**src/hw/rammodel_pkg.sv**
```systemverilog
package rammodel_pkg;

    localparam int ADDR_WIDTH   = 16;
    localparam int DATA_WIDTH   = 64;
    localparam int STRB_WIDTH   = DATA_WIDTH / 8;
    localparam int ID_WIDTH     = 4;
    localparam int MEM_WORDS    = 1024;
    localparam int WORD_AW      = $clog2(MEM_WORDS);  // word index width.
    localparam int BYTE_OFS     = $clog2(STRB_WIDTH); // byte offset bits in an address.

    localparam int MAX_INFLIGHT = 8;
    localparam int WBEAT_DEPTH  = 16;
    localparam int RBEAT_DEPTH  = 8;

    localparam logic [1:0] BURST_FIXED = 2'b00;
    localparam logic [1:0] BURST_INCR  = 2'b01;
    localparam logic [1:0] BURST_WRAP  = 2'b10;

    localparam logic [2:0] FULL_SIZE   = 3'd3; // 8 bytes per beat.

    typedef struct packed {
        logic                  write;
        logic [ID_WIDTH-1:0]   id;
        logic [ADDR_WIDTH-1:0] addr;
        logic [7:0]            len;   // beats minus one.
        logic [2:0]            size;
        logic [1:0]            burst;
    } areq_t;

    typedef struct packed {
        logic [DATA_WIDTH-1:0] data;
        logic [STRB_WIDTH-1:0] strb;
        logic                  last;
    } wbeat_t;

    typedef struct packed {
        logic [ID_WIDTH-1:0]   id;
        logic [DATA_WIDTH-1:0] data;
        logic                  last;
    } rbeat_t;

endpackage
```
**src/hw/rammodel_read_engine.sv**
```systemverilog
`timescale 1ns/1ps

module rammodel_read_engine (
    input  logic                                clk,
    input  logic                                rst,
    input  logic                                areq_push,
    input  rammodel_pkg::areq_t                 areq,
    input  logic                                rreq_valid,
    output logic                                rresp_valid,
    output rammodel_pkg::rbeat_t                rresp,
    output logic                                mem_re,
    output logic [rammodel_pkg::WORD_AW-1:0]    mem_raddr,
    input  logic [rammodel_pkg::DATA_WIDTH-1:0] mem_rdata
);

    import rammodel_pkg::*;

    areq_t                            rq_front;
    logic                             rq_empty;
    rbeat_t                           rb_push;
    logic                             rb_empty;
    logic [$clog2(RBEAT_DEPTH+1)-1:0] rb_count;
    logic [ADDR_WIDTH-1:0]            gen_addr;
    logic                             gen_last;
    logic                             gen_busy;
    logic                             room;
    logic                             rd_go;
    logic                             pend_valid;
    logic [ID_WIDTH-1:0]              pend_id;
    logic                             pend_last;

    // queued beats plus the one in flight must leave a slot.
    assign room  = (int'(rb_count) + int'(pend_valid)) < RBEAT_DEPTH;
    assign rd_go = room && (gen_busy || !rq_empty);

    rammodel_fifo #(.WIDTH($bits(areq_t)), .DEPTH(MAX_INFLIGHT)) u_req_fifo (
        .clk       (clk),
        .rst       (rst),
        .push      (areq_push),
        .push_data (areq),
        .pop       (rd_go && gen_last),
        .front     (rq_front),
        .empty     (rq_empty),
        .full      (),
        .count     ()
    );

    rammodel_addr_gen u_addr_gen (
        .clk  (clk),
        .rst  (rst),
        .load (rd_go && !gen_busy),
        .req  (rq_front),
        .step (rd_go),
        .addr (gen_addr),
        .last (gen_last),
        .busy (gen_busy)
    );

    assign mem_re    = rd_go;
    assign mem_raddr = gen_addr[BYTE_OFS +: WORD_AW];

    // tags ride alongside the memory read latency.
    always_ff @(posedge clk) begin
        if (rst) begin
            pend_valid <= 1'b0;
        end else begin
            pend_valid <= rd_go;
        end
    end

    always_ff @(posedge clk) begin
        if (rd_go) begin
            pend_id   <= rq_front.id;
            pend_last <= gen_last;
        end
    end

    always_comb begin
        rb_push      = '0;
        rb_push.id   = pend_id;
        rb_push.data = mem_rdata;
        rb_push.last = pend_last;
    end

    rammodel_fifo #(.WIDTH($bits(rbeat_t)), .DEPTH(RBEAT_DEPTH)) u_rbeat_fifo (
        .clk       (clk),
        .rst       (rst),
        .push      (pend_valid),
        .push_data (rb_push),
        .pop       (rreq_valid),
        .front     (rresp),
        .empty     (rb_empty),
        .full      (),
        .count     (rb_count)
    );

    assign rresp_valid = !rb_empty;

endmodule

```
**src/hw/rammodel_addr_gen.sv**
```systemverilog
`timescale 1ns/1ps

module rammodel_addr_gen (
    input  logic                                clk,
    input  logic                                rst,
    input  logic                                load,
    input  rammodel_pkg::areq_t                 req,
    input  logic                                step,
    output logic [rammodel_pkg::ADDR_WIDTH-1:0] addr,
    output logic                                last,
    output logic                                busy
);

    import rammodel_pkg::*;

    logic                  busy_q;
    logic [ADDR_WIDTH-1:0] addr_q;
    logic [1:0]            burst_q;
    logic [7:0]            len_q;
    logic [7:0]            cnt_q;
    logic [1:0]            cur_burst;
    logic [7:0]            cur_len;

    function automatic logic [ADDR_WIDTH-1:0] next_addr(
        input logic [ADDR_WIDTH-1:0] a,
        input logic [1:0]            burst,
        input logic [7:0]            len
    );
        logic [ADDR_WIDTH-1:0] base;
        logic [ADDR_WIDTH-1:0] incr;
        logic [ADDR_WIDTH-1:0] mask;
        base = {a[ADDR_WIDTH-1:BYTE_OFS], {BYTE_OFS{1'b0}}};
        incr = base + ADDR_WIDTH'(STRB_WIDTH);
        mask = ADDR_WIDTH'({len, {BYTE_OFS{1'b1}}}); // region of (len+1) words.
        case (burst)
            BURST_FIXED: next_addr = a;
            BURST_WRAP:  next_addr = (base & ~mask) | (incr & mask);
            default:     next_addr = incr;
        endcase
    endfunction

    // when idle the head request drives the first beat directly.
    assign busy      = busy_q;
    assign addr      = busy_q ? addr_q : req.addr;
    assign last      = busy_q ? (cnt_q == len_q) : (req.len == 8'd0);
    assign cur_burst = busy_q ? burst_q : req.burst;
    assign cur_len   = busy_q ? len_q : req.len;

    always_ff @(posedge clk) begin
        if (rst) begin
            busy_q <= 1'b0;
            cnt_q  <= '0;
        end else if (step) begin
            if (last) begin
                busy_q <= 1'b0;
            end else begin
                busy_q <= 1'b1;
                cnt_q  <= busy_q ? cnt_q + 8'd1 : 8'd1;
            end
        end else if (load && !busy_q) begin
            busy_q <= 1'b1;
            cnt_q  <= '0;
        end
    end

    always_ff @(posedge clk) begin
        if (load && !busy_q) begin
            burst_q <= req.burst;
            len_q   <= req.len;
        end
        if (step) begin
            addr_q <= next_addr(addr, cur_burst, cur_len);
        end else if (load && !busy_q) begin
            addr_q <= req.addr;
        end
    end

    a_legal_req: assert property (@(posedge clk) disable iff (rst)
        load && !busy_q |-> req.size == FULL_SIZE &&
            (req.burst != BURST_WRAP || req.len inside {8'd1, 8'd3, 8'd7, 8'd15}));

endmodule

```
**src/hw/rammodel_fifo.sv**
```systemverilog
`timescale 1ns/1ps

module rammodel_fifo #(
    parameter int WIDTH = 8,
    parameter int DEPTH = 8
) (
    input  logic                       clk,
    input  logic                       rst,
    input  logic                       push,
    input  logic [WIDTH-1:0]           push_data,
    input  logic                       pop,
    output logic [WIDTH-1:0]           front,
    output logic                       empty,
    output logic                       full,
    output logic [$clog2(DEPTH+1)-1:0] count
);

    logic [WIDTH-1:0]         buf_mem [DEPTH];
    logic [$clog2(DEPTH)-1:0] rd_ptr;
    logic [$clog2(DEPTH)-1:0] wr_ptr;

    assign front = buf_mem[rd_ptr]; // head is visible without a pop.
    assign empty = (count == '0);
    assign full  = (int'(count) == DEPTH);

    always_ff @(posedge clk) begin
        if (rst) begin
            rd_ptr <= '0;
            wr_ptr <= '0;
            count  <= '0;
        end else begin
            if (push) begin
                wr_ptr <= (int'(wr_ptr) == DEPTH - 1) ? '0 : wr_ptr + 1'b1;
            end
            if (pop) begin
                rd_ptr <= (int'(rd_ptr) == DEPTH - 1) ? '0 : rd_ptr + 1'b1;
            end
            case ({push, pop})
                2'b10:   count <= count + 1'b1;
                2'b01:   count <= count - 1'b1;
                default: count <= count;
            endcase
        end
    end

    always_ff @(posedge clk) begin
        if (push) begin
            buf_mem[wr_ptr] <= push_data;
        end
    end

    // overflow is a protocol error, nothing stalls.
    a_no_overflow: assert property (@(posedge clk) disable iff (rst) push && full |-> pop);
    a_no_underflow: assert property (@(posedge clk) disable iff (rst) pop |-> !empty);

endmodule

```
**config.mk**
```make
export PLATFORM = sky130hd
export DESIGN_NAME = rammodel_read_engine
export DESIGN_NICKNAME = d
export VERILOG_FILES = /design/src/hw/rammodel_pkg.sv /design/src/hw/rammodel_read_engine.sv /design/src/hw/rammodel_addr_gen.sv /design/src/hw/rammodel_fifo.sv
export SDC_FILE = /design/constraint.sdc
export NUM_CORES = 1
export LEC_CHECK = 0
export ABC_AREA = 1
export BUFFER_PORTS_ARGS = -buffer_cell sky130_fd_sc_hd__buf_4
export CAP_MARGIN = 30
export CORE_MARGIN = 5
export CORE_UTILIZATION = 40
export DETAILED_ROUTE_END_ITERATION = 10
export PLACE_DENSITY = 0.67
export REMOVE_ABC_BUFFERS = 1
export SYNTH_ARGS = -nofsm -noshare
export SYNTH_HDL_FRONTEND = slang
export SYNTH_SLANG_ARGS = --single-unit
```
**constraint.sdc**
```tcl
create_clock -name clk -period 4.2 [get_ports clk]
set_clock_uncertainty 0.15 [all_clocks]
set_input_delay 0.42 -clock clk [delete_from_list [all_inputs] [get_ports clk]]
set_output_delay 0.42 -clock clk [all_outputs]
set_load 0.02 [all_outputs]
```
# Word level (Yosys, flattened, before mapping)
# Memory sizes are Yosys's and may differ from the RTL's. A register that Yosys moved wholly into a read port is not among the register bits.
# Index checks and enable logic that the tools add are counted.
[word_totals]
inputBits = 102
mem_bits_rw = 824
mem_count = 2
regBits = 58
output_inout_bits = 81
wordCells = 87
[mem_list]
columns = ["name", "depth", "word_bits", "rd", "rd_clocked_by_memory_dff", "wr", "line_no", "rtl"]
rows = [
  ["u_rbeat_fifo.buf_mem", 8, 69, 1, 1, 1, "rammodel_fifo.sv:18", "logic [WIDTH-1:0] buf_mem [DEPTH];"],
  ["u_req_fifo.buf_mem", 8, 34, 1, 1, 1, "rammodel_fifo.sv:18", ""],
]
[op_classes]
bitwise_logic = 4
magnitude_cmp = 1
eq_ne = 11
add_sub_neg = 11
n_reduce_logical = 16
muxes = 28
[op_table]
columns = ["cell", "n"]
rows = [
  ["two-way mux 16 bit", 3],
  ["two-way mux 8 bit", 5],
  ["one-hot mux 16 bit (2 select lines)", 1],
  ["two-way mux 3 bit", 8],
  ["adder 16 x 4 -> 16 bit, second input constant", 1],
  ["AND 16 x 11 -> 16 bit", 1],
  ["AND 16 bit", 1],
  ["NOT 11 -> 16 bit", 1],
  ["bitwise OR 16 bit", 1],
  ["one-hot mux 4 bit (2 select lines)", 2],
  ["adder 3 x 1 -> 3 bit, second input constant", 4],
  ["== test 3 x 1 -> 1 bit, second input constant", 4],
  ["adder 4 x 1 -> 4 bit, second input constant", 2],
  ["adder 8 x 1 -> 8 bit, second input constant", 1],
  ["== test 8 bit", 1],
  ["logical NOT 4 bit", 2],
  ["logical NOT 8 bit", 1],
  ["two-way mux 1 bit", 8],
  ["subtractor 4 x 1 -> 4 bit, second input constant", 2],
  ["== test 2 bit, second input constant", 3],
  ["nonzero test 2 bit", 3],
  ["adder 4 x 1 -> 5 bit", 1],
  ["< comparator 5 x 4 -> 1 bit, second input constant", 1],
  ["== test 2 x 1 -> 1 bit, second input constant", 2],
  ["other kinds (7)", 12],
]

# Logic depth before layout (Yosys ltp)
[depth]
depth_word = 8
mapped_depth = 21

# Modules after synthesis
# Synthesis repeated with hierarchy kept, for this count alone.
[unflattened]
hier_cells = 2876
hier_area_um2 = 36271.0
[modules_own_cells]
columns = ["module", "area_per_inst_um2", "instances", "cells_each"]
rows = [
  ["rammodel_fifo at u_rbeat_fifo", 22182.5, 1, 1643],
  ["rammodel_fifo at u_req_fifo", 11270.8, 1, 854],
  ["rammodel_addr_gen", 2587.5, 1, 359],
  ["rammodel_read_engine", 230.2, 1, 20],
]

# Worst setup path after synthesis
# Ideal clock, no wire load.
[synth_path]
path_type = "reg2reg"
start = "register pend_valid"
end = "memory u_rbeat_fifo.buf_mem[0][0] in the netlist's numbering (enable)"
setup_slack_ps = -146
path_buffers = 0
period_less_slack_ps = 4346
stages_incl_launch_ff = 4
arrival_ps = 3700
path_cell_list = "dfxtp_1 -> clkinv_1 -> or2_2 -> nor2_1"
[synth_via]
elab_chain_len = 2
[synth_rtl]
columns = ["element", "line_no", "rtl"]
rows = [
  ["start: declaration", "rammodel_read_engine.sv:28", "logic pend_valid;"],
  ["start signal: assignment", "rammodel_read_engine.sv:67", "pend_valid <= rd_go;"],
  ["two-way mux 1 bit", "rammodel_fifo.sv:47", "if (push) begin"],
  ["two-way mux 1 bit (not written as such)", "rammodel_fifo.sv:48", "buf_mem[wr_ptr] <= push_data;"],
  ["end: declaration", "rammodel_fifo.sv:18", ""],
]
# Every way passes these cells.

==> results.md <==
- Setup slack of the worst register-to-register path: 380 ps
- Number of buffers inserted by port buffering: 172
- Switching share of total power: 24.9%
- Type of destination of the critical path: register
- Reg-to-reg critical path endpoint: u_req_fifo.count[3]$_SDFFE_PP0P_
- Area share of fa/ha/maj cells after synthesis: 0.745%
- Slew at the pin with the worst max-slew slack: 1200 ps
- Final critical-path setup slack: 381 ps
- Overall fraction of global-route tracks in use: 16.7%
- Area occupied by registers: 23800 µm²
- Async set-or-reset flop fraction in the synthesized netlist: 0%
- Total gr overflow: 0
- Final hold vios: 0
- Initial antenna violation count: 8
- RSZ-0062 raised after global routing: false
- Root buffer cell: clkbuf_16
- Cell depth of the worst min-delay path: 1
- Worst EP required: 4550 ps
- Startpoint type of the worst setup path: register
- Top fanout value on the critical path: 64
- Complex-gate fraction of the synthesized area: 9.66%
- Detailed Route Iter0 Violations: 1456
- Remaining routing DRC violations: 0
- Depth of the most critical reg-to-reg path: 18
- Post CTS Setup Buffer Count: 0
- Headroom to the max-slew limit: 20.1%
- Vias after detailed routing: 20800
- Syn-to-layout area delta: 19.1%
- Pre-CTS worst setup slack: 381 ps
- Worst Hold Launch: u_rbeat_fifo.count[0]$_SDFFE_PP0P_
- Count of state elements after synthesis: 805
- Final-report max-slew violation count: 0
- Clock tree buffer depth: 3
- CTS buffer count: 82
- Static leakage: 0.0134 µW
- Clock latency on the worst-skew pair: 620 ps
- Last weighted congestion value of the routability-driven placer: 0.847
- Worst setup path class: register to register
- Effective utilization at floorplan: 40.2%
- Count of standard-cell rows: 104
- Antenna-violating nets left: 0
- Top achievable clock speed: 262 MHz
- Proportion of power drawn by the clock network: 37.4%
- Net switching power: 4620 µW
- PwrDens: 484 nW/µm²
- Floorplan die area: 86400 µm²
- Count of boundary I/O pins: 183
- Warning count from the yosys run: 0
- Number of nets in the layout: 3025
- Multiplexer share of the synthesized area: 0%
- Clock tree from TritonCTS: built
- Max-capacitance violation count: 0
- Crit share post-route: 90.9%
- Largest family of logic cells by synthesized area: simple AND/OR/NAND/NOR gates
- VDD IR-drop max: 0.356 mV
- Commonest non-fill, non-tap cell in the layout: edfxtp_1
- Fin util: 47.9%
- Sequential power share: 50.4%
- Synthesized cell area: 32200 µm²
- Worst hold margin: 298 ps
- Die Y-Extent: 294 µm
- Proportion of power drawn by combinational gates: 12.2%
- Most used cells in the layout excluding fill and tap cells: edfxtp_1, nor2_1, o21ai_0, nand2_1, buf_4
- Post-synthesis cell count: 2662
- Cells resized by post-CTS repair: 0
- Number of buffers added to fix hold violations after cts: 91
- Final number of setup-violating endpoints: 0
- Router iterations before antenna repair: 7
- Fraction of final layout cells with drive strength greater than 1: 12.7%
- Combined area of the multi-input logic cells: 7510 µm²
- Die Span X: 294 µm
- Drt via density: 5.15
- Clock-pin slew of the registers on the worst-case setup and hold paths: 60 ps
- Worst EP arrival: 4170 ps
- Fill cell total of the finished layout: 6945
- Classification of the worst-slack hold path: register to register
- Total power draw: 18600 µW
- Pin count of the biggest net entering global routing: 222
- Count of distinct cell types in the synthesized netlist: 38
- Vias in the first global route: 20300
- Number of enable-type register cells in the synthesized netlist: 769
- Total negative slack for setup checks: 0 ps
- H-tree depth: 3
- Main flop type after synthesis: edfxtp_1
- Average wire per cell in the routed design: 18.3 µm
- Total routed wirelength: 73800 µm
- Hold endpoint: u_rbeat_fifo.count[0]$_SDFFE_PP0P_
- Average cell area after synthesis: 12.1 µm²
- Number of clock sinks: 805
- Detail Placement HPWL: 39500 µm
- Period minus WS final: 3820 ps
- Floorplan core area: 80300 µm²
- Sequential cell area fraction in the yosys report: 73.8%
- Result of the run: complete, no violations
- Simple-Gate Fraction of Synth Area: 12.3%
- Cell internal power dissipation: 14000 µW
- XOR/XNOR Fraction of Synth Area: 0.272%
- Wire length of the first global-routing pass: 114000 µm
==> stage by stage <==
stage,cells,cell area [µm²]
after floorplan,2510,31600
after CTS,4023,38400
final,4031,38400
after detailed placement,3789,34900
after global routing,4025,38400
after global placement,3788,34900
==> how the worst max path moves through the flow <==
stage	from	endpoint	slack (ps)	cells after the start
after floorplan	register	rresp[0]	-7400	5
after global placement	register	u_req_fifo.count[3]$_SDFFE_PP0P_	460	18
after detailed placement	register	u_req_fifo.count[3]$_SDFFE_PP0P_	380	18
after CTS	register	u_req_fifo.count[3]$_SDFFE_PP0P_	400	18
after global routing	register	u_req_fifo.count[3]$_SDFFE_PP0P_	20	18
final	register	u_req_fifo.count[3]$_SDFFE_PP0P_	380	18
==> per-layer routing <==
layer,vias to the layer above,track usage (%),wire length (µm)
met1,10100,21.8,30700
li1,9974,-,-
met5,-,0,34
met4,4,4.39,1230
met2,619,28.6,36200
met3,97,3.61,5650
==> synth_stat cells (6+ instances only) <==
cell type | instances | share of area, %
buf_1 | 13 | 0.15
edfxtp_1 | 769 | 72
a21oi_1 | 36 | 0.56
nand3_1 | 71 | 1.1
or2_2 | 14 | 0.27
nor2_1 | 677 | 7.9
clkbuf_1 | 102 | 1.2
dfxtp_1 | 36 | 2.2
ha_1 | 16 | 0.62
nand4_1 | 15 | 0.29
nand2_1 | 219 | 2.5
o211ai_1 | 6 | 0.14
a31oi_1 | 74 | 1.4
o22ai_1 | 73 | 1.4
inv_1 | 88 | 1.0
o21ai_0 | 361 | 5.6
o21ai_1 | 17 | 0.26
buf_2 | 27 | 0.42
==> kinds of logic (layout without fill, tap and decap cells) <==
group                      after synthesis  count (layout)
other                                    0               7
xor gates and xnor gates                10              10
DFF                                    805             805
AOI/OAI and AO/OA                      576             576
buffers and inverters                  245             547
adders and majority gates               18              18
and+or+nand+nor                       1008            1008
==> area by class of cell <==
class	instances	area share, %
antenna	7	0.0456
clock buffer	98	5.55
clock inverter	45	1.24
inverter	93	0.948
multi-input combinational	1612	19.6
sequential	805	62.0
tap	1060	3.45
timing repair buffer	311	7.20
==> power by group through the flow <==
stage / logic [µW] / clock network [µW] / registers [µW]
2_1_floorplan: 1230 / 0 / 9580
3_3_place_gp: 2170 / 0 / 9530
3_5_place_dp: 2200 / 0 / 9540
4_1_cts: 2290 / 7110 / 9370
5_1_grt: 2500 / 7460 / 9400
6_report: 2260 / 6950 / 9370
==> sequential cells by signal, indices dropped and copies added (netlist names), named ones only <==
name and cells:
u_addr_gen.cnt_q 8, u_addr_gen.addr_q 10, u_req_fifo.wr_ptr 3, u_req_fifo.buf_mem 192, u_addr_gen.burst_q 2, pend_id 4, pend_valid 1, pend_last 1
u_rbeat_fifo.buf_mem 552, u_req_fifo.rd_ptr 3, u_addr_gen.len_q 8, u_rbeat_fifo.rd_ptr 3, u_rbeat_fifo.wr_ptr 3, u_addr_gen.busy 1, u_req_fifo.count 4, u_rbeat_fifo.count 4
==> critical path: stages, from the launching register on <==
cell and delay [ps]:
dfxtp_4 590, inv_4 320, o21ai_1 210, nand2_1 80
o21ai_2 200, nand2_1 100, nor2_1 180, nand3_2 250
a21oi_4 270, ha_1 230, ha_1 280, nand2_1 90
nor2_1 40, a211oi_1 240, nor2_1 80, nor2_1 90
nand2_1 70, o21ai_0 150, a21oi_1 50
No activity file was read; power rests on OpenSTA's default activity.
