## config.mk

```make
export PLATFORM = sky130hd
export DESIGN_NAME = rammodel_write_engine
export DESIGN_NICKNAME = d
export VERILOG_FILES = /design/src/hw/rammodel_pkg.sv /design/src/hw/rammodel_write_engine.sv /design/src/hw/rammodel_addr_gen.sv /design/src/hw/rammodel_fifo.sv
export SDC_FILE = /design/constraint.sdc
export NUM_CORES = 1
export LEC_CHECK = 0
export BUFFER_PORTS_ARGS = -buffer_cell sky130_fd_sc_hd__buf_2
export CORE_ASPECT_RATIO = 0.5
export CORE_MARGIN = 4
export CORE_UTILIZATION = 35
export CTS_BUF_LIST = sky130_fd_sc_hd__clkbuf_4 sky130_fd_sc_hd__clkbuf_8
export CTS_CLUSTER_DIAMETER = 80
export DETAILED_ROUTE_END_ITERATION = 10
export GPL_ROUTABILITY_DRIVEN = 0
export GPL_TIMING_DRIVEN = 1
export SLEW_MARGIN = 20
export SYNTH_ARGS = -nofsm -noshare
export SYNTH_HDL_FRONTEND = slang
export SYNTH_HIERARCHICAL = 1
export SYNTH_SLANG_ARGS = --single-unit
```

## constraint.sdc

```tcl
create_clock -name clk -period 13.19 [get_ports clk]
set_input_delay 1.9785 -clock clk [delete_from_list [all_inputs] [get_ports clk]]
set_output_delay 1.9785 -clock clk [all_outputs]
set_load 0.02 [all_outputs]
```

## src/hw/rammodel_pkg.sv

```systemverilog
package rammodel_pkg;

    localparam int ADDR_WIDTH   = 16;
    localparam int DATA_WIDTH   = 64;
    localparam int STRB_WIDTH   = DATA_WIDTH / 8;
    localparam int ID_WIDTH     = 4;
    localparam int MEM_WORDS    = 1024;
    localparam int WORD_AW      = $clog2(MEM_WORDS);  // word index width.
    localparam int BYTE_OFS     = $clog2(STRB_WIDTH); // byte offset bits in an address.

    localparam int MAX_INFLIGHT = 8;
    localparam int WBEAT_DEPTH  = 16;
    localparam int RBEAT_DEPTH  = 8;

    localparam logic [1:0] BURST_FIXED = 2'b00;
    localparam logic [1:0] BURST_INCR  = 2'b01;
    localparam logic [1:0] BURST_WRAP  = 2'b10;

    localparam logic [2:0] FULL_SIZE   = 3'd3; // 8 bytes per beat.

    typedef struct packed {
        logic                  write;
        logic [ID_WIDTH-1:0]   id;
        logic [ADDR_WIDTH-1:0] addr;
        logic [7:0]            len;   // beats minus one.
        logic [2:0]            size;
        logic [1:0]            burst;
    } areq_t;

    typedef struct packed {
        logic [DATA_WIDTH-1:0] data;
        logic [STRB_WIDTH-1:0] strb;
        logic                  last;
    } wbeat_t;

    typedef struct packed {
        logic [ID_WIDTH-1:0]   id;
        logic [DATA_WIDTH-1:0] data;
        logic                  last;
    } rbeat_t;

endpackage
```

## src/hw/rammodel_write_engine.sv

```systemverilog
`timescale 1ns/1ps

module rammodel_write_engine (
    input  logic                                clk,
    input  logic                                rst,
    input  logic                                areq_push,
    input  rammodel_pkg::areq_t                 areq,
    input  logic                                wreq_valid,
    input  rammodel_pkg::wbeat_t                wreq,
    input  logic                                breq_valid,
    output logic                                bresp_valid,
    output logic [rammodel_pkg::ID_WIDTH-1:0]   bresp_id,
    output logic                                mem_we,
    output logic [rammodel_pkg::WORD_AW-1:0]    mem_waddr,
    output logic [rammodel_pkg::DATA_WIDTH-1:0] mem_wdata,
    output logic [rammodel_pkg::STRB_WIDTH-1:0] mem_wstrb
);

    import rammodel_pkg::*;

    areq_t                 aq_front;
    logic                  aq_empty;
    wbeat_t                wb_front;
    logic                  wb_empty;
    logic                  b_empty;
    logic [ADDR_WIDTH-1:0] gen_addr;
    logic                  gen_last;
    logic                  gen_busy;
    logic                  wr_go;

    // head request stays queued until its last beat, so its id is always at hand.
    assign wr_go = !wb_empty && (gen_busy || !aq_empty);

    rammodel_fifo #(.WIDTH($bits(areq_t)), .DEPTH(MAX_INFLIGHT)) u_areq_fifo (
        .clk       (clk),
        .rst       (rst),
        .push      (areq_push),
        .push_data (areq),
        .pop       (wr_go && gen_last),
        .front     (aq_front),
        .empty     (aq_empty),
        .full      (),
        .count     ()
    );

    rammodel_fifo #(.WIDTH($bits(wbeat_t)), .DEPTH(WBEAT_DEPTH)) u_wbeat_fifo (
        .clk       (clk),
        .rst       (rst),
        .push      (wreq_valid),
        .push_data (wreq),
        .pop       (wr_go),
        .front     (wb_front),
        .empty     (wb_empty),
        .full      (),
        .count     ()
    );

    rammodel_fifo #(.WIDTH(ID_WIDTH), .DEPTH(MAX_INFLIGHT)) u_bresp_fifo (
        .clk       (clk),
        .rst       (rst),
        .push      (wr_go && gen_last),
        .push_data (aq_front.id),
        .pop       (breq_valid),
        .front     (bresp_id),
        .empty     (b_empty),
        .full      (),
        .count     ()
    );

    rammodel_addr_gen u_addr_gen (
        .clk  (clk),
        .rst  (rst),
        .load (wr_go && !gen_busy),
        .req  (aq_front),
        .step (wr_go),
        .addr (gen_addr),
        .last (gen_last),
        .busy (gen_busy)
    );

    assign bresp_valid = !b_empty;
    assign mem_we      = wr_go;
    assign mem_waddr   = gen_addr[BYTE_OFS +: WORD_AW]; // wraps modulo depth.
    assign mem_wdata   = wb_front.data;
    assign mem_wstrb   = wb_front.strb;

    // frontend's wlast must match the burst length of the request.
    a_wlast_match: assert property (@(posedge clk) disable iff (rst)
        wr_go |-> wb_front.last == gen_last);

endmodule

```

## src/hw/rammodel_addr_gen.sv

```systemverilog
`timescale 1ns/1ps

module rammodel_addr_gen (
    input  logic                                clk,
    input  logic                                rst,
    input  logic                                load,
    input  rammodel_pkg::areq_t                 req,
    input  logic                                step,
    output logic [rammodel_pkg::ADDR_WIDTH-1:0] addr,
    output logic                                last,
    output logic                                busy
);

    import rammodel_pkg::*;

    logic                  busy_q;
    logic [ADDR_WIDTH-1:0] addr_q;
    logic [1:0]            burst_q;
    logic [7:0]            len_q;
    logic [7:0]            cnt_q;
    logic [1:0]            cur_burst;
    logic [7:0]            cur_len;

    function automatic logic [ADDR_WIDTH-1:0] next_addr(
        input logic [ADDR_WIDTH-1:0] a,
        input logic [1:0]            burst,
        input logic [7:0]            len
    );
        logic [ADDR_WIDTH-1:0] base;
        logic [ADDR_WIDTH-1:0] incr;
        logic [ADDR_WIDTH-1:0] mask;
        base = {a[ADDR_WIDTH-1:BYTE_OFS], {BYTE_OFS{1'b0}}};
        incr = base + ADDR_WIDTH'(STRB_WIDTH);
        mask = ADDR_WIDTH'({len, {BYTE_OFS{1'b1}}}); // region of (len+1) words.
        case (burst)
            BURST_FIXED: next_addr = a;
            BURST_WRAP:  next_addr = (base & ~mask) | (incr & mask);
            default:     next_addr = incr;
        endcase
    endfunction

    // when idle the head request drives the first beat directly.
    assign busy      = busy_q;
    assign addr      = busy_q ? addr_q : req.addr;
    assign last      = busy_q ? (cnt_q == len_q) : (req.len == 8'd0);
    assign cur_burst = busy_q ? burst_q : req.burst;
    assign cur_len   = busy_q ? len_q : req.len;

    always_ff @(posedge clk) begin
        if (rst) begin
            busy_q <= 1'b0;
            cnt_q  <= '0;
        end else if (step) begin
            if (last) begin
                busy_q <= 1'b0;
            end else begin
                busy_q <= 1'b1;
                cnt_q  <= busy_q ? cnt_q + 8'd1 : 8'd1;
            end
        end else if (load && !busy_q) begin
            busy_q <= 1'b1;
            cnt_q  <= '0;
        end
    end

    always_ff @(posedge clk) begin
        if (load && !busy_q) begin
            burst_q <= req.burst;
            len_q   <= req.len;
        end
        if (step) begin
            addr_q <= next_addr(addr, cur_burst, cur_len);
        end else if (load && !busy_q) begin
            addr_q <= req.addr;
        end
    end

    a_legal_req: assert property (@(posedge clk) disable iff (rst)
        load && !busy_q |-> req.size == FULL_SIZE &&
            (req.burst != BURST_WRAP || req.len inside {8'd1, 8'd3, 8'd7, 8'd15}));

endmodule

```

## src/hw/rammodel_fifo.sv

```systemverilog
`timescale 1ns/1ps

module rammodel_fifo #(
    parameter int WIDTH = 8,
    parameter int DEPTH = 8
) (
    input  logic                       clk,
    input  logic                       rst,
    input  logic                       push,
    input  logic [WIDTH-1:0]           push_data,
    input  logic                       pop,
    output logic [WIDTH-1:0]           front,
    output logic                       empty,
    output logic                       full,
    output logic [$clog2(DEPTH+1)-1:0] count
);

    logic [WIDTH-1:0]         buf_mem [DEPTH];
    logic [$clog2(DEPTH)-1:0] rd_ptr;
    logic [$clog2(DEPTH)-1:0] wr_ptr;

    assign front = buf_mem[rd_ptr]; // head is visible without a pop.
    assign empty = (count == '0);
    assign full  = (int'(count) == DEPTH);

    always_ff @(posedge clk) begin
        if (rst) begin
            rd_ptr <= '0;
            wr_ptr <= '0;
            count  <= '0;
        end else begin
            if (push) begin
                wr_ptr <= (int'(wr_ptr) == DEPTH - 1) ? '0 : wr_ptr + 1'b1;
            end
            if (pop) begin
                rd_ptr <= (int'(rd_ptr) == DEPTH - 1) ? '0 : rd_ptr + 1'b1;
            end
            case ({push, pop})
                2'b10:   count <= count + 1'b1;
                2'b01:   count <= count - 1'b1;
                default: count <= count;
            endcase
        end
    end

    always_ff @(posedge clk) begin
        if (push) begin
            buf_mem[wr_ptr] <= push_data;
        end
    end

    // overflow is a protocol error, nothing stalls.
    a_no_overflow: assert property (@(posedge clk) disable iff (rst) push && full |-> pop);
    a_no_underflow: assert property (@(posedge clk) disable iff (rst) pop |-> !empty);

endmodule

```

# [After elaboration in Yosys (flattened, before gate mapping)]
# Memories as Yosys holds them, arrays and structs flattened. A register that Yosys moved wholly into a read port is not among the register bits.
# Index checks and enable logic that the tools add are counted.
[op_classes] n_reduce_logical=19 mux=35 n_addsub=14 n_eq_ne=15 n_bitwise=4
[ops] op="2-to-1 mux 16 bit" count=3
[ops] op="2-to-1 mux 8 bit" count=5
[ops] op="one-hot mux 16 bit (2 select lines)" count=1
[ops] op="2-to-1 mux 3 bit" count=8
[ops] op="adder 16 x 4 -> 16 bit, second input constant" count=1
[ops] op="adder 4 x 1 -> 4 bit, second input constant" count=4
[ops] op="AND 16 x 11 -> 16 bit" count=1
[ops] op="AND 16 bit" count=1
[ops] op="2-to-1 mux 4 bit" count=4
[ops] op="inverter 11 -> 16 bit" count=1
[ops] op="OR 16 bit" count=1
[ops] op="one-hot mux 4 bit (2 select lines)" count=2
[ops] op="adder 3 x 1 -> 3 bit, second input constant" count=4
[ops] op="equality test 3 x 1 -> 1 bit, second input constant" count=4
[ops] op="2-to-1 mux 1 bit" count=10
[ops] op="one-hot mux 5 bit (2 select lines)" count=1
[ops] op="adder 8 x 1 -> 8 bit, second input constant" count=1
[ops] op="equality test 2 bit, second input constant" count=4
[ops] op="equality test 4 x 1 -> 1 bit, second input constant" count=2
[ops] op="equality test 8 bit" count=1
[ops] op="logical NOT 4 bit" count=2
[ops] op="logical NOT 8 bit" count=1
[ops] op="nonzero test 2 bit" count=4
[ops] op="subtractor 4 x 1 -> 4 bit, second input constant" count=2
[ops] op="11 further kinds" count=19
[word_totals] n_memories=3 elab_cells=104 reg_bits=65 ramBits=1472 output_inout_bits=88
[memory_table] memory="u_wbeat_fifo.buf_mem" depth=16 word_bits=73 rd=1 rd_clocked_by_memory_dff=1 wr=1 line="rammodel_fifo.sv:18" text="logic [WIDTH-1:0] buf_mem [DEPTH];"
[memory_table] memory="u_areq_fifo.buf_mem" depth=8 word_bits=34 rd=1 rd_clocked_by_memory_dff=1 wr=1 line="rammodel_fifo.sv:18"
[memory_table] memory="u_bresp_fifo.buf_mem" depth=8 word_bits=4 rd=1 rd_clocked_by_memory_dff=1 wr=1 line="rammodel_fifo.sv:18"

# [Logic depth before layout (Yosys ltp)]
# Gate-level depths: netlist (run 1).
[depth] depth_word=8 mapped_depth=17 depth_no_buf=14

# [By module]
# Netlist (run 1), hierarchy kept.
[modules_own_cells] mod="rammodel_fifo at u_wbeat_fifo" n_inst=1 cells_per_inst=1900 area_each_um2=44561.5 seq_area_each_um2=35414.0
[modules_own_cells] mod="rammodel_fifo at u_areq_fifo" n_inst=1 cells_per_inst=469 area_each_um2=10994.3 seq_area_each_um2=8428.1
[modules_own_cells] mod="rammodel_addr_gen" n_inst=1 cells_per_inst=227 area_each_um2=2403.6 seq_area_each_um2=960.9
[modules_own_cells] mod="rammodel_fifo at u_bresp_fifo" n_inst=1 cells_per_inst=119 area_each_um2=1885.6 seq_area_each_um2=1221.2
[modules_own_cells] mod="rammodel_write_engine" n_inst=1 cells_per_inst=5 area_each_um2=38.8 seq_area_each_um2=0.0

# [Worst setup path before layout (run 1)]
# No wires, ideal clock.
[synth_timing] kind="input port to flip-flop" from="input areq_push" to="memory u_areq_fifo/buf_mem[0][0] in the netlist's numbering (enable)" arrival_ps=4413 slack_ps=8310 cell_stages=2 cell_sequence="nand2b_1 nor3_1"
[synth_via] elab_chain_cells=2
[synth_lines] element="from (decl)" line="rammodel_write_engine.sv:6" text="input logic areq_push,"
[synth_lines] element="2-to-1 mux 1 bit" line="rammodel_fifo.sv:47" text="if (push) begin"
[synth_lines] element="2-to-1 mux 1 bit (not written as such)" line="rammodel_fifo.sv:48" text="buf_mem[wr_ptr] <= push_data;"
[synth_lines] element="to (decl)" line="rammodel_fifo.sv:18"
# No other way between the ends.

==> results of run 1 <==
-- worst min path at each step --
stage	start	endpoint	slack (ps)
final	u_bresp_fifo/rd_ptr[1]	u_bresp_fifo/rd_ptr[1]	520
after global routing	u_bresp_fifo/rd_ptr[1]	flop	550
after CTS	u_addr_gen/cnt_q[1]	u_addr_gen/cnt_q[1]	520
after detailed placement	u_wbeat_fifo/rd_ptr[3]	flop	500
after global placement	u_bresp_fifo/rd_ptr[1]	u_bresp_fifo/rd_ptr[1]	490
after floorplan	u_bresp_fifo/rd_ptr[1]	flop	460
-- state kept, by name, indices dropped and copies added, names as in the netlist, 5 cells and up, named ones only --
register	count
u_wbeat_fifo/buf_mem	1152
u_addr_gen/cnt_q	8
u_addr_gen/len_q	8
u_areq_fifo/buf_mem	192
u_addr_gen/addr_q	10
u_wbeat_fifo/count	5
u_bresp_fifo/buf_mem	32
-- power by group --
part / switching [uW] / internal [uW]
clock: 1690 / 1700
sequential: 71.1 / 5150
combinational: 824 / 655
total: 2580 / 7510
-- final cells by class --
class,count,area (sq um)
Antenna cell,10,25.0
Clock buffer,278,3360
Clock inverter,77,523
Fill cell,13942,95200
Inverter,21,78.8
Multi-Input combinational cell,951,12200
Sequential cell,1448,43000
Tap cell,2100,2630
Timing Repair Buffer,232,1320
-- worst reg2reg max path, stage by stage (launching register included) --
cell	delay, ps
dfxtp_2	310
buf_4	760
mux4_1	670
mux2_4	310
or4_1	560
nor4_2	410
or2_2	230
nor3b_2	660
inv_1	230
ha_1	340
xor2_1	170
ha_1	190
a21oi_1	140
xor2_1	90
or3_1	310
a21oi_1	140
-- metrics by stage --
step	cells	instance area (sq um)	hold slack (ps)	setup WS, ps	power [uW]
2_1_floorplan	2554	55900	463	8680	6410
5_1_grt	5112	63100	555	6590	10500
3_5_place_dp	4751	59200	504	7490	6830
6_report	5117	63100	517	6830	10100
4_1_cts	5106	63000	516	6700	10200
3_3_place_gp	4751	59200	488	7630	6810
-- layer usage --
| metal | GRT usage | part of all wire |
|---|---|---|
| met5 | 0 | 0.00027 |
| met4 | 0.0502 | 0.027 |
| met3 | 0.0268 | 0.058 |
| met2 | 0.247 | 0.50 |
| met1 | 0.194 | 0.42 |
==> metrics.csv, run 1 <==
metric,value,unit
Via density,5.18,
Max Clk Rate,0.157,GHz
total CTS buffers,203,
PostCTS Resize Cnt,0,
Crit Path Category,flop to output port,
Die Y,291,microns
overflow left after global routing,0,
final net count,2994,
PortBufs,188,
Syn Area/Cell,21.9,sq um
minimum clock period,6360,ps
Bufs and invs on worst path,3,
Rows,103,
total vias in the final route,26529,
fraction of layout cells with a size suffix above 1,0.319,
Max-Cap Viols,0,
Slew HR,0.275,
ANT nets after route,0,
P_leak,0.0198,uW
Critical R2R Capture,u_bresp_fifo/count[2],
"most common cell after layout, fill and taps aside",edfxtp_1,
"Net Count, Synth",2691,
mapped cell area,55900,sq um
Worst R2R Setup Slack,7640,ps
Post-CTS Setup Repair Bufs,0,
crit-path max FO,131,
vias in the first global route,27661,
TNS Setup,0,ps
CP endpoint kind,output port,
crit share post-route,0.482,
Max Buffers Root-to-Sink,3,
CP endpoint,mem_wstrb[7],
drt first pass iters,7,
total global-route track usage,0.147,
initial DRC count,2214,
area grow syn2layout,12.9,%
Max Transition Viols Final,0,
Worst path depth,6,
worst-skew pair later-pin latency,880,ps
total routed wirelength,125,mm
Pwr Density,160,nW/um^2
dpl hpwl,62.3,mm
final core occ,0.399,
Peak VDD IR,0.0813,mV
Synth Warn #,6,
critical path arrival,4380,ps
first-pass GRT wire length,183,mm
Die X,573,microns
status,"complete, no violations",
Critical-path top delay cell,buf_4,
CTS sink cnt,1448,
TritonCTS clock tree,yes,
initial antenna violation count,27,
Synth Instances,2554,
R2R cell count,15,
Die Area,167000,sq um
largest net degree at the start of global routing,132,
unrepaired setup endpoints after global routing,false,
Setup Skew,66.7,ps
CTS Hold Bufs,0,
# IOs,200,
Hold Crit Class,flop to flop,
CP required,11210,ps
DR DRC count,0,
Initial Utilization,0.353,
hold depth,2,
clk slew on worst S/H paths,60,ps
max incr delay on CP,820,ps
most frequent cells in the layout,"1,396 x edfxtp_1, 327 x mux4_2, 204 x clkbuf_8",
clk root buf,clkbuf_8,
Worst setup SP type,flop,
DR WL/cell,24.3,microns
Hold Fails Final Rpt,0,
CTS H-Tree Depth,4,
"delay-heaviest family, CP",buffers and inverters,
worst-path cell chain,buf_4 > buf_12 > mux4_2 > a22oi_1 > nand2_1 > buf_2,
Final setup viols,0,
core area,158000,sq um
worst slew pin tran,1090,ps
(Power assumes the default switching activity.)
==> inputs of run 2 (changes only) <==
--- a/config.mk
+++ b/config.mk
@@ -5,6 +5,7 @@
 export SDC_FILE = /design/constraint.sdc
 export NUM_CORES = 1
 export LEC_CHECK = 0
+export ABC_AREA = 1
 export BUFFER_PORTS_ARGS = -buffer_cell sky130_fd_sc_hd__buf_2
 export CORE_ASPECT_RATIO = 0.5
 export CORE_MARGIN = 4
==> constraint.sdc (replaced) <==
create_clock -name clk -period 5.6 [get_ports clk]
set_input_delay 0.84 -clock clk [delete_from_list [all_inputs] [get_ports clk]]
set_output_delay 0.84 -clock clk [all_outputs]
set_load 0.02 [all_outputs]
==> metrics.csv, run 2 <==
metric,value,unit
status,"complete, no violations",
total global-route track usage,0.156,
Die Y,302,microns
first-pass GRT wire length,217,mm
max incr delay on CP,960,ps
TNS Setup,0,ps
"Net Count, Synth",5038,
PostCTS Resize Cnt,0,
CTS H-Tree Depth,4,
DR DRC count,0,
minimum clock period,4550,ps
Hold Crit Class,input pin to flop,
Die Area,180000,sq um
worst-skew pair later-pin latency,940,ps
clk slew on worst S/H paths,70,ps
Via density,4.95,
DR WL/cell,19.1,microns
Placed Cells,7138,
area grow syn2layout,11.9,%
PortBufs,188,
drt first pass iters,5,
most frequent cells in the layout,"1,396 x edfxtp_1, 663 x inv_1, 593 x nand2_1",
Max Clk Rate,0.220,GHz
# IOs,200,
worst-path cell chain,buf_4 > o21ai_0 > o22ai_1 > nand2_1 > nand2_1 > inv_1 > o21ai_2 > buf_2,
finished layout cell area,67700,sq um
register with the most flip-flops,u_wbeat_fifo/buf_mem,
fillers,15930,
Post-CTS Setup Repair Bufs,0,
Hold Fails Final Rpt,0,
Critical-path top delay cell,dfxtp_2,
unrepaired setup endpoints after global routing,false,
Die X,596,microns
post-route insts no fill,7524,
core area,171000,sq um
final net count,5194,
Pwr Density,405,nW/um^2
overflow left after global routing,0,
Bufs and invs on worst path,3,
Peak VDD IR,0.348,mV
total vias in the final route,37268,
max reg flops,1152,
worst slew pin tran,1100,ps
Final setup viols,0,
total CTS buffers,205,
Syn Area/Cell,12.4,sq um
"most common cell after layout, fill and taps aside",edfxtp_1,
ANT nets after route,0,
Synth Instances,4901,
Max-Cap Viols,0,
clk root buf,clkbuf_8,
biggest regs,"u_wbeat_fifo/buf_mem: 1152 flops, u_areq_fifo/buf_mem: 192 flops, u_bresp_fifo/buf_mem: 32 flops",
Setup Skew,67.6,ps
initial antenna violation count,34,
CTS Hold Bufs,0,
area of the multi-input gates,13400,sq um
fraction of layout cells with a size suffix above 1,0.147,
Rows,107,
dpl cell area,63600,sq um
mapped cell area,60600,sq um
"delay-heaviest family, CP",flip-flops,
Sequential cell area,43000,sq um
Synth Warn #,6,
crit-path max FO,55,
crit share post-route,0.813,
Crit Path Category,flop to output port,
CP required,4760,ps
CTS sink cnt,1448,
Max Transition Viols Final,0,
initial DRC count,2881,
total routed wirelength,144,mm
Initial Utilization,0.354,
TritonCTS clock tree,yes,
P_leak,0.0241,uW
critical path arrival,3710,ps
vias in the first global route,36271,
Slew HR,0.267,
dpl hpwl,73.7,mm
Crit path top cell by count,nand2_1,
Worst setup SP type,flop,
CP endpoint kind,output port,
largest net degree at the start of global routing,185,
Max Buffers Root-to-Sink,3,
## run 2: metal layers
layer  share of wire  track usage
met1            0.43        0.201
met2            0.49        0.269
met3           0.050       0.0267
met4           0.025       0.0523
met5         0.00019            0
## run 2: worst reg2reg max path: cells and delay by family (launching register included)
family | cells | cell delay, ps
DFF | 1 | 580
buffers and inverters | 6 | 1390
and+or+nand+nor | 8 | 710
adders and majority gates | 2 | 480
xor gates and xnor gates | 1 | 110
AOI/OAI and AO/OA | 4 | 800
## run 2: final cells by class
type / count / area share
clock inverters: 74 / 0.00809
clock buffers: 296 / 0.0521
flip-flops and latches: 1448 / 0.635
diodes: 15 / 0.000554
multi-input cells: 2475 / 0.198
inverters: 673 / 0.0374
well taps: 2289 / 0.0423
repair buffers: 254 / 0.0267
## run 2: where the power goes
group / internal (uW) / switching (uW) / leakage (uW)
Combinational: 2100 / 4680 / 0.00888
Sequential: 12200 / 247 / 0.0131
Clock: 4230 / 4020 / 0.00216
## run 2: worst paths after layout
| path | slack (ps) | cells past startpoint | end | startpoint |
|---|---|---|---|---|
| setup / recovery | 1050 | 8 | mem_waddr[1] | flop |
| hold reg to reg | 500 | 2 | u_bresp_fifo/rd_ptr[1] | u_bresp_fifo/rd_ptr[1] |
| setup reg to reg | 1370 | 21 | u_bresp_fifo/count[2] | flop |
| hold / removal | 210 | 1 | u_areq_fifo/buf_mem[1][5] | areq[5] |
## run 2: per-stage QoR
step | worst slack, ps | total power (uW) | hold WS (ps) | utilization
floorplan | 1100 | 17800 | 454 | -
global placement | 1680 | 19300 | 468 | 0.372
detailed placement | 1460 | 19500 | 487 | 0.372
CTS | 945 | 27800 | 84.3 | 0.396
global route | 768 | 29000 | 126 | 0.396
finish | 1050 | 27500 | 207 | 0.396
==> inputs of run 3 (changes only) <==
==> constraint.sdc (replaced) <==
create_clock -name clk -period 4.3 [get_ports clk]
set_input_delay 0.645 -clock clk [delete_from_list [all_inputs] [get_ports clk]]
set_output_delay 0.645 -clock clk [all_outputs]
set_load 0.02 [all_outputs]
==> metrics.csv, run 3 (synthesis results as in run 2) <==
metric,value,unit
Pwr Density,527,nW/um^2
combinational power share,0.250,
core area,171000,sq um
Crit path top cell by count,nand2_1,
Placed Cells,7169,
met1 Track Usage GR,0.208,
PostCTS Resize Cnt,0,
DR DRC count,0,
Initial Utilization,0.354,
Worst setup SP type,flop,
Rows,107,
fillers,15889,
Setup Skew,64.6,ps
critical path arrival,3300,ps
ANT nets after route,0,
"most common cell after layout, fill and taps aside",edfxtp_1,
clk root buf,clkbuf_8,
Max Buffers Root-to-Sink,3,
crit share post-route,0.918,
minimum clock period,3950,ps
largest net degree at the start of global routing,145,
P_leak,0.0247,uW
register with the most flip-flops,u_wbeat_fifo/buf_mem,
total vias in the final route,37936,
worst slew pin tran,1050,ps
Sequential cell area,43000,sq um
CTS H-Tree Depth,4,
# IOs,200,
Hold Fails Final Rpt,0,
overflow left after global routing,0,
initial DRC count,3067,
Slew HR,0.297,
Peak VDD IR,0.348,mV
Net Sw Power,11800,uW
Die Y,302,microns
Max-Cap Viols,0,
Max Clk Rate,0.253,GHz
setup ws final,351,ps
final core occ,0.403,
"delay-heaviest family, CP",buffers and inverters,
max reg flops,1152,
Crit Path Category,flop to output port,
area of the multi-input gates,13400,sq um
clk slew on worst S/H paths,70,ps
unrepaired setup endpoints after global routing,false,
Critical-path top delay cell,dfxtp_4,
Switching Share,0.324,
max incr delay on CP,470,ps
PortBufs,188,
Die Area,180000,sq um
post-route insts no fill,7645,
worst-skew pair later-pin latency,920,ps
GRT busiest layer,met2,
TritonCTS clock tree,yes,
total routed wirelength,146,mm
Final setup viols,0,
vias in the first global route,36856,
dpl ws,583,ps
met3 Resource Use GR,0.0251,
DR WL/cell,19.1,microns
most frequent cells in the layout,"1,396 x edfxtp_1, 663 x inv_1, 593 x nand2_1",
biggest regs,"u_wbeat_fifo/buf_mem: 1152 flops, u_areq_fifo/buf_mem: 192 flops, u_bresp_fifo/buf_mem: 32 flops",
CP endpoint kind,output port,
Bufs and invs on worst path,4,
global-route met2 utilization,0.273,
TNS Setup,0,ps
clock network fraction of total power,0.305,
drt first pass iters,6,
CP required,3650,ps
total global-route track usage,0.158,
initial antenna violation count,15,
Hold Crit Class,input pin to flop,
worst-path cell chain,inv_2 > buf_4 > nor2_1 > o22ai_1 > nand2_1 > nand2_1 > inv_1 > o21ai_2 > buf_2,
first-pass GRT wire length,220,mm
crit-path max FO,34,
Die X,596,microns
worst hold slack,112,ps
status,"complete, no violations",
final net count,5300,
dpl hpwl,76.5,mm
fraction of layout cells with a size suffix above 1,0.150,
area grow syn2layout,14.0,%
total CTS buffers,206,
Max Transition Viols Final,0,
Internal,24600,uW
CTS sink cnt,1448,
Post-CTS Setup Repair Bufs,0,
Via density,4.96,
sequential share of power,0.445,
[run 3: area by class of cell]
cell class                 instances  area share
clock buffer                     302      0.0525
sequential                      1448       0.623
timing repair buffer             359      0.0422
clock inverter                    83     0.00892
inverter                         673      0.0367
tap                             2289      0.0415
antenna                           16    0.000580
multi-input combinational       2475       0.195
[run 3: metrics by stage]
step	power (uW)	area, sq um
4_1_cts	36800	69000
3_5_place_dp	25600	64000
3_3_place_gp	25300	64000
2_1_floorplan	23200	60600
6_report	36400	69000
5_1_grt	38400	69000
[run 3: routing by layer]
layer	wire [microns]	up-vias
met5	0	-
met2	72000	1002
met4	3300	0
met1	63700	18765
met3	7350	247
li1	-	17922
[run 3: final timing paths]
kind | cells after the start | to | from | slack (ps)
worst max-delay path | 9 | mem_waddr[1] | flop | 350
worst min-delay path | 1 | u_wbeat_fifo/buf_mem[6][39] | wreq[39] | 110
worst max register to register | 19 | u_bresp_fifo/count[2] | flop | 520
worst min register to register | 2 | flop | u_bresp_fifo/rd_ptr[1] | 500
[run 3: timing repair]
item	in CTS	in global routing
hold endpoints to repair	856	0
hold buffers	75	0
setup endpoints to repair	0	0
[run 3: power by group through the flow]
stage / registers, uW / clock network (uW) / logic (uW)
after global placement: 16500 / 0 / 8840
after floorplan: 16300 / 0 / 6940
after global routing: 16200 / 12100 / 10100
after CTS: 16200 / 11400 / 9190
after detailed placement: 16500 / 0 / 9100
final: 16200 / 11100 / 9100
